File: config.mk
export PLATFORM = sky130hd
export DESIGN_NAME = cv_ctrl_top
export DESIGN_NICKNAME = d
export VERILOG_FILES = /design/src/hdl/cv_pkg.sv /design/src/hdl/cv_ctrl_top.sv /design/src/hdl/cv_cart_loader.sv /design/src/hdl/cv_keypad_encoder.sv /design/src/hdl/cv_joy_router.sv
export SDC_FILE = /design/constraint.sdc
export NUM_CORES = 1
export LEC_CHECK = 0
export BUFFER_PORTS_ARGS = -buffer_cell sky130_fd_sc_hd__buf_2
export CORE_MARGIN = 3
export CORE_UTILIZATION = 33
export DETAILED_ROUTE_END_ITERATION = 10
export PLACE_DENSITY = 0.74
export SYNTH_ARGS = -nofsm -noshare
export SYNTH_HDL_FRONTEND = slang
export SYNTH_SLANG_ARGS = --single-unit
File: constraint.sdc
create_clock -name clk_sys -period 1.2 [get_ports clk_sys]
set_input_delay 0 -clock clk_sys [delete_from_list [all_inputs] [get_ports clk_sys]]
set_output_delay 0 -clock clk_sys [all_outputs]
set_load 0.02 [all_outputs]
File: src/hdl/cv_pkg.sv
package cv_pkg;

        // ====================
        // Widths
        // ====================

        // Host joystick word
        localparam int JOY_W        = 32;
        // Reordered keypad vector, keys first and fires last
        localparam int KEYPAD_W     = 20;
        // Keys 0-9, asterisk, number, purple, blue
        localparam int KEY_SCAN_W   = 14;
        // Active-low byte read by the console
        localparam int CV_JOY_W     = 8;
        // Address bits 19..14, one page is 16 KB
        localparam int PAGE_W       = 6;
        localparam int IOCTL_ADDR_W = 25;
        localparam int NUM_PLAYERS  = 2;

        // ====================
        // Keypad codes
        // ====================

        typedef enum logic [3:0] {
                KEY_0        = 4'b0011,
                KEY_1        = 4'b1110,
                KEY_2        = 4'b1101,
                KEY_3        = 4'b0110,
                KEY_4        = 4'b0001,
                KEY_5        = 4'b1001,
                KEY_6        = 4'b0111,
                KEY_7        = 4'b1100,
                KEY_8        = 4'b1000,
                KEY_9        = 4'b1011,
                KEY_ASTERISK = 4'b1010,
                KEY_NUMBER   = 4'b0101,
                KEY_PURPLE   = 4'b0100,
                KEY_BLUE     = 4'b0010,
                KEY_NONE     = 4'b1111
        } cv_key_e;

        // Download index kinds, low five bits of ioctl_index
        typedef enum logic [4:0] {
                IMG_CART = 5'd0,
                IMG_SG   = 5'd2
        } img_kind_e;

        // Address bits 24..13 of the 2000-3FFF region
        localparam logic [11:0] SG_EXTRAM_BLOCK = 12'd1;

        // Positions in the keypad vector
        localparam int KP_DIR_LO = 14;
        localparam int KP_FIRE1  = 18;
        localparam int KP_FIRE2  = 19;

endpackage
File: src/hdl/cv_ctrl_top.sv
`timescale 1ns/1ps

module cv_ctrl_top (
        input  logic                               clk_sys,
        input  logic                               rst_n_i,

        // Host joysticks
        input  logic [cv_pkg::JOY_W-1:0]           joy0_i,
        input  logic [cv_pkg::JOY_W-1:0]           joy1_i,
        input  logic                               swap_i,
        output logic [cv_pkg::CV_JOY_W-1:0]        cv_joy0_o,
        output logic [cv_pkg::CV_JOY_W-1:0]        cv_joy1_o,

        // Console controller ports
        input  logic [cv_pkg::NUM_PLAYERS-1:0]     ctrl_p5_i,
        input  logic [cv_pkg::NUM_PLAYERS-1:0]     ctrl_p8_i,
        output logic [cv_pkg::NUM_PLAYERS-1:0]     ctrl_p1_o,
        output logic [cv_pkg::NUM_PLAYERS-1:0]     ctrl_p2_o,
        output logic [cv_pkg::NUM_PLAYERS-1:0]     ctrl_p3_o,
        output logic [cv_pkg::NUM_PLAYERS-1:0]     ctrl_p4_o,
        output logic [cv_pkg::NUM_PLAYERS-1:0]     ctrl_p6_o,

        // Download stream
        input  logic                               ioctl_download_i,
        input  logic                               ioctl_wr_i,
        input  logic [cv_pkg::IOCTL_ADDR_W-1:0]    ioctl_addr_i,
        input  logic [7:0]                         ioctl_index_i,
        input  logic [7:0]                         ioctl_dout_i,
        input  logic                               user_reset_i,
        output logic [cv_pkg::PAGE_W-1:0]          cart_pages_o,
        output logic                               sg1000_o,
        output logic                               extram_o,
        output logic                               console_rst_n_o
);

        import cv_pkg::*;

        logic [KEYPAD_W-1:0] keypad [NUM_PLAYERS];
        logic [3:0]          nibble [NUM_PLAYERS];
        logic                fire_n [NUM_PLAYERS];

        // ====================
        // Joystick path
        // ====================

        cv_joy_router u_router (
                .joy0_i    (joy0_i),
                .joy1_i    (joy1_i),
                .swap_i    (swap_i),
                .cv_joy0_o (cv_joy0_o),
                .cv_joy1_o (cv_joy1_o),
                .keypad_o  (keypad)
        );

        for (genvar g = 0; g < NUM_PLAYERS; g++) begin : g_player
                cv_keypad_encoder u_encoder (
                        .keypad_i      (keypad[g]),
                        .kp_sel_n_i    (ctrl_p5_i[g]),
                        .joy_sel_n_i   (ctrl_p8_i[g]),
                        .ctrl_nibble_o (nibble[g]),
                        .fire_n_o      (fire_n[g])
                );
        end

        // Nibble bit 3 goes to pin 1, bit 0 to pin 4
        always_comb begin
                for (int p = 0; p < NUM_PLAYERS; p++) begin
                        ctrl_p1_o[p] = nibble[p][3];
                        ctrl_p2_o[p] = nibble[p][2];
                        ctrl_p3_o[p] = nibble[p][1];
                        ctrl_p4_o[p] = nibble[p][0];
                        ctrl_p6_o[p] = fire_n[p];
                end
        end

        // ====================
        // Cartridge download
        // ====================

        cv_cart_loader u_loader (
                .clk_sys          (clk_sys),
                .rst_n_i          (rst_n_i),
                .ioctl_download_i (ioctl_download_i),
                .ioctl_wr_i       (ioctl_wr_i),
                .ioctl_addr_i     (ioctl_addr_i),
                .ioctl_index_i    (ioctl_index_i),
                .ioctl_dout_i     (ioctl_dout_i),
                .user_reset_i     (user_reset_i),
                .cart_pages_o     (cart_pages_o),
                .sg1000_o         (sg1000_o),
                .extram_o         (extram_o),
                .console_rst_n_o  (console_rst_n_o)
        );

endmodule

File: src/hdl/cv_cart_loader.sv
`timescale 1ns/1ps

module cv_cart_loader (
        input  logic                            clk_sys,
        input  logic                            rst_n_i,
        input  logic                            ioctl_download_i,
        input  logic                            ioctl_wr_i,
        input  logic [cv_pkg::IOCTL_ADDR_W-1:0] ioctl_addr_i,
        input  logic [7:0]                      ioctl_index_i,
        input  logic [7:0]                      ioctl_dout_i,
        input  logic                            user_reset_i,
        output logic [cv_pkg::PAGE_W-1:0]       cart_pages_o,
        output logic                            sg1000_o,
        output logic                            extram_o,
        output logic                            console_rst_n_o
);

        import cv_pkg::*;

        logic [PAGE_W-1:0] cart_pages_q;
        logic              sg1000_q;
        logic              sg1000_d;
        logic              extram_q;
        logic              extram_d;
        logic              console_rst_n_q;
        logic              first_byte;
        logic              in_extram_blk;
        img_kind_e         img_kind;

        // ====================
        // Stream decode
        // ====================

        assign first_byte    = (ioctl_addr_i == '0);
        assign in_extram_blk = (ioctl_addr_i[24:13] == SG_EXTRAM_BLOCK);
        assign img_kind      = img_kind_e'(ioctl_index_i[4:0]);

        always_comb begin
                sg1000_d = sg1000_q;
                extram_d = extram_q;
                if (first_byte) begin
                        // New image starts
                        extram_d = 1'b0;
                        sg1000_d = (img_kind == IMG_SG);
                end
                // Extra RAM claimed when the whole 2000-3FFF region reads back FF
                if (in_extram_blk && sg1000_q) begin
                        extram_d = ((ioctl_addr_i[12:0] == '0) | extram_q) & (&ioctl_dout_i);
                end
        end

        // ====================
        // Registers
        // ====================

        always_ff @(posedge clk_sys or negedge rst_n_i) begin
                if (!rst_n_i) begin
                        cart_pages_q <= '0;
                        sg1000_q     <= 1'b0;
                        extram_q     <= 1'b0;
                end else if (ioctl_wr_i) begin
                        // Last written page wins
                        cart_pages_q <= ioctl_addr_i[19:14];
                        sg1000_q     <= sg1000_d;
                        extram_q     <= extram_d;
                end
        end

        // Console stays in reset while a download or user reset is active
        always_ff @(posedge clk_sys or negedge rst_n_i) begin
                if (!rst_n_i) begin
                        console_rst_n_q <= 1'b0;
                end else begin
                        console_rst_n_q <= ~(ioctl_download_i | user_reset_i);
                end
        end

        assign cart_pages_o    = cart_pages_q;
        assign sg1000_o        = sg1000_q;
        assign extram_o        = extram_q;
        assign console_rst_n_o = console_rst_n_q;

endmodule

File: src/hdl/cv_keypad_encoder.sv
`timescale 1ns/1ps

module cv_keypad_encoder (
        input  logic [cv_pkg::KEYPAD_W-1:0] keypad_i,
        // Keypad select, from ctrl_p5
        input  logic                        kp_sel_n_i,
        // Joystick select, from ctrl_p8
        input  logic                        joy_sel_n_i,
        output logic [3:0]                  ctrl_nibble_o,
        output logic                        fire_n_o
);

        import cv_pkg::*;

        cv_key_e    key_code_w;
        logic [3:0] kp_nibble;
        logic [3:0] dir_nibble;
        logic       kp_fire_n;
        logic       joy_fire_n;

        // Code of each scanned keypad position
        function automatic cv_key_e key_at(input int unsigned idx);
                cv_key_e code;

                case (idx)
                        0:       code = KEY_0;
                        1:       code = KEY_1;
                        2:       code = KEY_2;
                        3:       code = KEY_3;
                        4:       code = KEY_4;
                        5:       code = KEY_5;
                        6:       code = KEY_6;
                        7:       code = KEY_7;
                        8:       code = KEY_8;
                        9:       code = KEY_9;
                        10:      code = KEY_ASTERISK;
                        11:      code = KEY_NUMBER;
                        12:      code = KEY_PURPLE;
                        13:      code = KEY_BLUE;
                        default: code = KEY_NONE;
                endcase
                return code;
        endfunction

        // ====================
        // Priority scan
        // ====================

        // Walk from the top so the lowest pressed position wins
        always_comb begin
                key_code_w = KEY_NONE;
                for (int k = KEY_SCAN_W - 1; k >= 0; k--) begin
                        if (keypad_i[k]) begin
                                key_code_w = key_at(k);
                        end
                end
        end

        // ====================
        // Select gating
        // ====================

        // Keypad side, fire 2 on the keypad half
        always_comb begin
                if (!kp_sel_n_i) begin
                        kp_nibble = key_code_w;
                        kp_fire_n = ~keypad_i[KP_FIRE2];
                end else begin
                        kp_nibble = 4'b1111;
                        kp_fire_n = 1'b1;
                end
        end

        // Joystick side, up in bit 3 down to right in bit 0
        always_comb begin
                if (!joy_sel_n_i) begin
                        dir_nibble = ~{keypad_i[KP_DIR_LO], keypad_i[KP_DIR_LO + 1],
                                       keypad_i[KP_DIR_LO + 2], keypad_i[KP_DIR_LO + 3]};
                        joy_fire_n = ~keypad_i[KP_FIRE1];
                end else begin
                        dir_nibble = 4'b1111;
                        joy_fire_n = 1'b1;
                end
        end

        // Both halves pull the shared open-collector lines low
        assign ctrl_nibble_o = kp_nibble & dir_nibble;
        assign fire_n_o      = kp_fire_n & joy_fire_n;

endmodule

File: src/hdl/cv_joy_router.sv
`timescale 1ns/1ps

module cv_joy_router (
        input  logic [cv_pkg::JOY_W-1:0]    joy0_i,
        input  logic [cv_pkg::JOY_W-1:0]    joy1_i,
        input  logic                        swap_i,
        output logic [cv_pkg::CV_JOY_W-1:0] cv_joy0_o,
        output logic [cv_pkg::CV_JOY_W-1:0] cv_joy1_o,
        output logic [cv_pkg::KEYPAD_W-1:0] keypad_o [cv_pkg::NUM_PLAYERS]
);

        import cv_pkg::*;

        // Player words after the optional swap
        logic [JOY_W-1:0] word [NUM_PLAYERS];

        // ====================
        // Helpers
        // ====================

        // Host word: 0-3 right/left/down/up, 4-5 fires, 6-7 asterisk/number,
        // 8-17 keys 0-9, 18-19 purple/blue
        function automatic logic [KEYPAD_W-1:0] to_keypad(input logic [JOY_W-1:0] w);
                logic [KEYPAD_W-1:0] kp;

                kp = '0;
                // Keys 0-9 at the bottom
                kp[9:0] = w[17:8];
                kp[10]  = w[6];
                kp[11]  = w[7];
                kp[12]  = w[18];
                kp[13]  = w[19];
                // Up, down, left, right
                kp[KP_DIR_LO]     = w[3];
                kp[KP_DIR_LO + 1] = w[2];
                kp[KP_DIR_LO + 2] = w[1];
                kp[KP_DIR_LO + 3] = w[0];
                kp[KP_FIRE1]      = w[4];
                kp[KP_FIRE2]      = w[5];
                return kp;
        endfunction

        // Any keypad button shows up in the top bit, bit 6 is always clear
        function automatic logic [CV_JOY_W-1:0] to_cv_joy(input logic [JOY_W-1:0] w);
                logic [CV_JOY_W-1:0] b;

                b = {|w[19:6], 1'b0, w[5:0]};
                return ~b;
        endfunction

        // ====================
        // Routing
        // ====================

        always_comb begin
                if (swap_i) begin
                        word[0] = joy1_i;
                        word[1] = joy0_i;
                end else begin
                        word[0] = joy0_i;
                        word[1] = joy1_i;
                end
        end

        always_comb begin
                for (int p = 0; p < NUM_PLAYERS; p++) begin
                        keypad_o[p] = to_keypad(word[p]);
                end
        end

        assign cv_joy0_o = to_cv_joy(word[0]);
        assign cv_joy1_o = to_cv_joy(word[1]);

endmodule

==> flow_summary.json, run 1 <==
{
  "status": "complete, but fails checks",
  "violations": "negative setup slack",
  "startpoint": "joy1_i[12]",
  "power_density_nw_per_um2": 589.8,
  "reg2reg_from": "u_loader.sg1000_o",
  "grt_overflow": 0,
  "worstSetupPathType": "in -> out",
  "path_delay_family": "buffers and inverters",
  "ys_seq_elements": 9,
  "start_kind": "input pin",
  "cp_data_arrival_time_ns": 1.55,
  "rsz0062_at_grt": "true",
  "crit_end": "ctrl_p4_o[1]",
  "pre_cts_slack_ns": -0.4335,
  "worstPathCellList": "buf_8 -> or3_4 -> a211o_1 -> mux2i_1 -> buf_4 -> o41ai_4 -> buf_4",
  "power_frac_seq_pct": 17.1,
  "critPathSlowestCell": "or3_4",
  "dieWidth_um": 73.59,
  "port_buffers": 120,
  "clock_path_buffers": 2,
  "cts_root_buffer": "clkbuf_8",
  "core_area_um2": 4202,
  "final_util_pct": 79.42,
  "report.final.slew_viol_count": 0,
  "dpl_cell_area_um2": 2669,
  "seq_area_frac_synth_pct": 14.94,
  "syn_area_per_cell_um2": 7.894,
  "grt_use_met1_pct": 30.75,
  "setup_violations": 10,
  "gp_congestion": 0.9443,
  "num_io_pins": 150,
  "synthXorXnorAreaFrac_pct": 0,
  "synth_top_family_by_area": "simple AND/OR/NAND/NOR gates",
  "path_common_cell": "buf_4",
  "routed_via_density": 6.180,
  "fp.dieH_um": 73.59,
  "dieArea_um2": 5415,
  "netSwitchingPower_uw": 785.7,
  "synth_edf_count": 0,
  "r2r_slack_ns": 0.18,
  "setup_tns_ns": -1.521,
  "vdd_drop_max_mv": 0.6293,
  "nNetsFinal": 482,
  "yosysTopAreaCell": "dfrtp_1",
  "antenna_found_initial": 0,
  "cp-end-kind": "output pin",
  "sw_frac_of_total_pct": 39.92,
  "r2r_cells": 3,
  "ys_warn_count": 0,
  "hold_class": "in -> reg",
  "first_iter_violations": 191,
  "total_power_mw": 1.968,
  "synth_area_um2": 1508,
  "power_frac_comb_pct": 65.4,
  "synth_fa_ha_area_share_pct": 0,
  "timing.clock.skew_ns": 0.00007436,
  "setup_ws_ns": -0.3487,
  "layout-drive-gt1-share_pct": 72.68,
  "route.vias.total": 2571,
  "cts_buffers": 3,
  "dp_cells": 403,
  "cap_violations": 0,
  "r2r-end": "u_loader.extram_o",
  "cp.required_ns": 1.20,
  "finalInstanceArea_um2": 3337,
  "synth_cell_types": 47,
  "ant_nets": 0,
  "grt_busiest_layer": "met2",
  "critPathMaxStageDelay_ns": 0.38,
  "dp_hpwl_mm": 5.252,
  "finish.cell_count_without_fillers": 416,
  "wl_per_cell_um": 19.93,
  "cts-htree-levels": 1,
  "synthToLayoutAreaGrowth_pct": 121.3,
  "final_hold_viol_count": 0,
  "critPathMaxFanout": 4,
  "synth_mux_area_share_pct": 21.24,
  "dominantRegCellSynth": "dfrtp_1",
  "synthTopCellsByCount": "nor2_1, nor3_1, mux2i_1",
  "holdWs_ns": 0.01948,
  "p_leak_nw": 1.483,
  "power_frac_clock_pct": 17.5,
  "start_util_pct": 35.88,
  "synth_top_area_share_pct": 14.94,
  "drc": 0,
  "grt_use_total_pct": 25.83,
  "antenna_cells": 0,
  "clock_latency_ns": 0.23,
  "grt_first_pass_wirelength_mm": 11.16,
  "met2_usage_pct": 45.08,
  "fmax_mhz": 645.7,
  "period_needed_ns": 1.549,
  "synth-compound-area-share_pct": 26.89,
  "cts_tree": "done",
  "crit_cells": 7,
  "grt_max_degree": 11,
  "path_clk_slew_ns": 0.04,
  "use_met3_pct": 3.967,
  "synthTopCellsByArea": "dfrtp_1, mux2i_1, mux2_2",
  "first_global_vias": 2470,
  "synthArstFlopShare_pct": 100.0,
  "yosysMostFrequentCell": "nor2_1",
  "cp_num_buf_inv": 3,
  "period_share_pct": 129.1,
  "intPower_mw": 1.182,
  "cts.sinks": 9,
  "num_rows": 23,
  "drt-total-wl_mm": 8.292,
  "syn_inst": 191,
  "drt_pass1_iterations": 5,
  "synth_simple_gate_area_share_pct": 29.05
}
-- routing by layer --
layer  vias to the layer above  wire length, um
li1                       1116                -
met1                      1179             2900
met3                        60              793
met2                       216             4110
met5                         -                0
met4                         0              488
-- cell usage in the layout (no fill, tap or decap), drive strengths merged, types with 2 or more instances in the layout --
cell type,netlist,final
a211oi,7,7
o21ai,9,9
nor4b,2,2
o32ai,2,2
o221ai,2,2
a21oi,9,9
o22a,2,2
clkbuf,0,4
nand3b,2,2
dfrtp,9,9
o41a,3,3
a221oi,2,2
nor2,19,19
or3,7,7
o41ai,4,4
conb,1,2
o31ai,2,2
mux2i,17,17
buf,12,178
o21ba,2,2
or3b,2,2
mux2,13,13
inv,7,7
and3,2,2
nor4,11,11
dlygate4sd3,0,3
nor3b,5,5
nor3,19,19
nand4,3,3
nand3,2,2
nand2b,2,2
-- power groups by stage --
stage	Clock (mW)	Combinational (mW)	Sequential, mW
finish	0.345	1.29	0.337
detailed placement	0	0.983	0.340
floorplan	0	0.493	0.369
CTS	0.359	1.13	0.338
global placement	0	0.974	0.341
global route	0.375	1.35	0.341
-- kinds of logic after synthesis --
family          count (synthesis)
other cells                     1
flops                           9
buf+inv                        19
mux                            30
simple gates                   78
compound gates                 54
-- worst register-to-register path: cells and delay by family, from the launching register on --
| kind | cells | cell delay (ns) |
|---|---|---|
| AOI/OAI and AO/OA | 2 | 0.41 |
| muxes | 1 | 0.09 |
| DFF | 1 | 0.40 |
-- registers in the layout, summed over array words and instances (netlist names) --
name and flops:
u_loader.cart_pages_o 6, u_loader.console_rst_n_o 1, u_loader.extram_o 1, u_loader.sg1000_o 1
-- layout make-up --
| cell class | count | area [um^2] |
|---|---|---|
| sequential | 9 | 225.2 |
| inverter | 7 | 33.78 |
| clock buffer | 4 | 45.04 |
| timing repair buffer | 182 | 1249 |
| fill | 250 | 864.6 |
| multi-input combinational | 164 | 1722 |
| tap | 50 | 62.56 |
-- worst min path at each step --
stage / from / endpoint / cells past startpoint
2_1_floorplan: rst_n_i / u_loader.cart_pages_o[0] / 0
3_3_place_gp: rst_n_i / u_loader.cart_pages_o[0] / 1
3_5_place_dp: rst_n_i / u_loader.cart_pages_o[5] / 1
4_1_cts: ioctl_addr_i[14] / u_loader.cart_pages_o[0] / 2
5_1_grt: ioctl_addr_i[16] / u_loader.cart_pages_o[2] / 2
6_report: ioctl_addr_i[17] / u_loader.cart_pages_o[3] / 2
-- timing repair --
item / 4_1_cts / 5_1_grt
buffers inserted: 2 / 3
endpoints found under the hold margin: 10 / 0
hold buffers: 3 / 0
setup endpoints to repair: 14 / 11
cloned: 2 / 0
gates resized for setup: 69 / 48
pin swaps: 15 / 12
Power figures use the tool's default switching activity.
==> run 2, diff against run 1 <==
--- a/config.mk
+++ b/config.mk
@@ -5,11 +5,12 @@
 export SDC_FILE = /design/constraint.sdc
 export NUM_CORES = 1
 export LEC_CHECK = 0
-export BUFFER_PORTS_ARGS = -buffer_cell sky130_fd_sc_hd__buf_2
+export CAP_MARGIN = 20
 export CORE_MARGIN = 3
-export CORE_UTILIZATION = 33
+export CORE_UTILIZATION = 46
 export DETAILED_ROUTE_END_ITERATION = 10
-export PLACE_DENSITY = 0.74
+export DONT_BUFFER_PORTS = 1
+export PLACE_DENSITY = 0.59
 export SYNTH_ARGS = -nofsm -noshare
 export SYNTH_HDL_FRONTEND = slang
 export SYNTH_SLANG_ARGS = --single-unit
==> run 2 against run 1 <==
The flow finishes with violations (negative hold slack, negative setup slack). Global-route usage fell by 0.78 points. Fmax is 26% higher. Design area decreased by 39%. Routed wire length down 36%. Non-clock buffer count shrank 145. Hold slack worse by 0.042 ns. Register-to-register slack got worse by 0.04 ns. Combinational power down 52%. First-iteration DRC count fell by 37%. Cell count fell by 36%. Highest routed layer unchanged.
==> flow_summary.json, run 2 (synthesis results as in run 1) <==
{
  "status": "complete, but fails checks",
  "violations": "negative hold slack, negative setup slack",
  "start_kind": "input pin",
  "synthToLayoutAreaGrowth_pct": 35.85,
  "grt_busiest_layer": "met2",
  "r2r_slack_ns": 0.14,
  "grt_use_total_pct": 25.05,
  "nNetsFinal": 337,
  "cp.required_ns": 1.20,
  "fillCellCount": 249,
  "final_common_cell": "buf_4",
  "setup_ws_ns": -0.02790,
  "grt_overflow": 0,
  "rsz0062_at_grt": "true",
  "dpl_cell_area_um2": 1873,
  "cp_data_arrival_time_ns": 1.23,
  "drc": 0,
  "final_util_pct": 66.54,
  "fmax_mhz": 814.4,
  "dieArea_um2": 4001,
  "dieWidth_um": 63.25,
  "period_share_pct": 102.3,
  "vdd_drop_max_mv": 0.7257,
  "final_hold_viol_count": 1,
  "power_density_nw_per_um2": 595.3,
  "ant_nets": 0,
  "route.vias.total": 1764,
  "first_iter_violations": 120,
  "multi_input_area_um2": 1413,
  "tightest_slew_ns": 0.5659,
  "fp.dieH_um": 63.25,
  "num_rows": 20,
  "ff_latch_area_um2": 225.2,
  "cts-htree-levels": 1,
  "largest_register_ffs": 6,
  "hold_class": "in -> reg",
  "cp-end-kind": "output pin",
  "timing.clock.skew_ns": 0.00005465,
  "setup_violations": 2,
  "drt_pass1_iterations": 4,
  "wl_per_cell_um": 19.97,
  "dp_hpwl_mm": 4.199,
  "met2_usage_pct": 43.48,
  "gp_congestion": 0.8902,
  "report.final.slew_viol_count": 0,
  "finalInstanceArea_um2": 2048,
  "antenna_cells": 0,
  "cts_root_buffer": "clkbuf_4",
  "dp_cells": 252,
  "finish.cell_count_without_fillers": 265,
  "cts_tree": "done",
  "first_global_vias": 1751,
  "min_from": "ioctl_addr_i[4]",
  "r2r_cells": 3,
  "cap_violations": 0,
  "whs_endpoint": "u_loader.extram_o",
  "core_area_um2": 3078,
  "reg2reg_from": "u_loader.sg1000_o",
  "start_util_pct": 48.98,
  "cts_buffers": 3,
  "maxSlewHeadroom_pct": 61.87,
  "port_buffers": 0,
  "layout_common_cells": "buf_4, nor2_1, nor3_1",
  "grt_use_met1_pct": 30.84,
  "cts.sinks": 9,
  "setup_tns_ns": -0.03679,
  "holdWs_ns": -0.02223,
  "period_needed_ns": 1.228,
  "worstSetupPathType": "in -> out",
  "clock_path_buffers": 2,
  "r2r-end": "u_loader.extram_o",
  "clock_latency_ns": 0.26,
  "use_met3_pct": 8.913,
  "layout-drive-gt1-share_pct": 36.65,
  "num_io_pins": 150,
  "antenna_found_initial": 0,
  "hold_depth": 3,
  "path_clk_slew_ns": 0.06,
  "grt_first_pass_wirelength_mm": 8.362,
  "routed_via_density": 6.657,
  "p_leak_nw": 0.7153,
  "critPathMaxFanout": 55,
  "grt_max_degree": 56,
  "drt-total-wl_mm": 5.291
}
[run 2: worst max path at each step]
stage	from	to	slack, ns	cells past startpoint
floorplan	swap_i	ctrl_p4_o[0]	-0.16	6
global placement	joy0_i[6]	ctrl_p3_o[1]	-0.13	7
detailed placement	joy1_i[7]	ctrl_p1_o[1]	-0.13	5
CTS	swap_i	ctrl_p3_o[0]	-0.04	4
global route	swap_i	ctrl_p3_o[0]	-0.05	4
finish	swap_i	ctrl_p3_o[0]	-0.03	4
[run 2: where the power goes]
| part | internal, mW | switching, mW | total [mW] |
|---|---|---|---|
| logic | 0.307 | 0.317 | 0.624 |
| registers | 0.326 | 0.0435 | 0.369 |
| clock network | 0.128 | 0.0989 | 0.227 |
[run 2: critical path: stages]
cell,delay (ns)
mux2_4,0.28
or3_1,0.36
o311a_1,0.15
o41a_1,0.43
[run 2: final cells by class]
class / instances / share of cell area, %
flip-flops and latches: 9 / 11.00
multi-input cells: 164 / 68.97
inverters: 7 / 1.283
well taps: 44 / 2.688
clock buffers: 4 / 1.283
repair buffers: 37 / 14.78
[run 2: metal layers]
layer / share of wire [%] / vias to the layer above
met5: 0 / -
met4: 0.45 / 0
met3: 12 / 2
met2: 50 / 102
met1: 38 / 833
li1: - / 827
[run 2: metrics by stage]
step | setup WS, ns | power [mW]
final | -0.02790 | 1.219
after detailed placement | -0.1263 | 0.9462
after global routing | -0.04647 | 1.292
after global placement | -0.1299 | 0.9397
after CTS | -0.03656 | 1.214
after floorplan | -0.1563 | 0.8615
[run 2: repair_timing]
item | in CTS | in global routing
hold buffers | 10 | 0
setup buffers | 0 | 0
gates cloned | 0 | 0
pin swaps | 1 | 2
hold endpoints to repair | 17 | 0
setup endpoints to repair | 6 | 8
resized for setup | 8 | 6
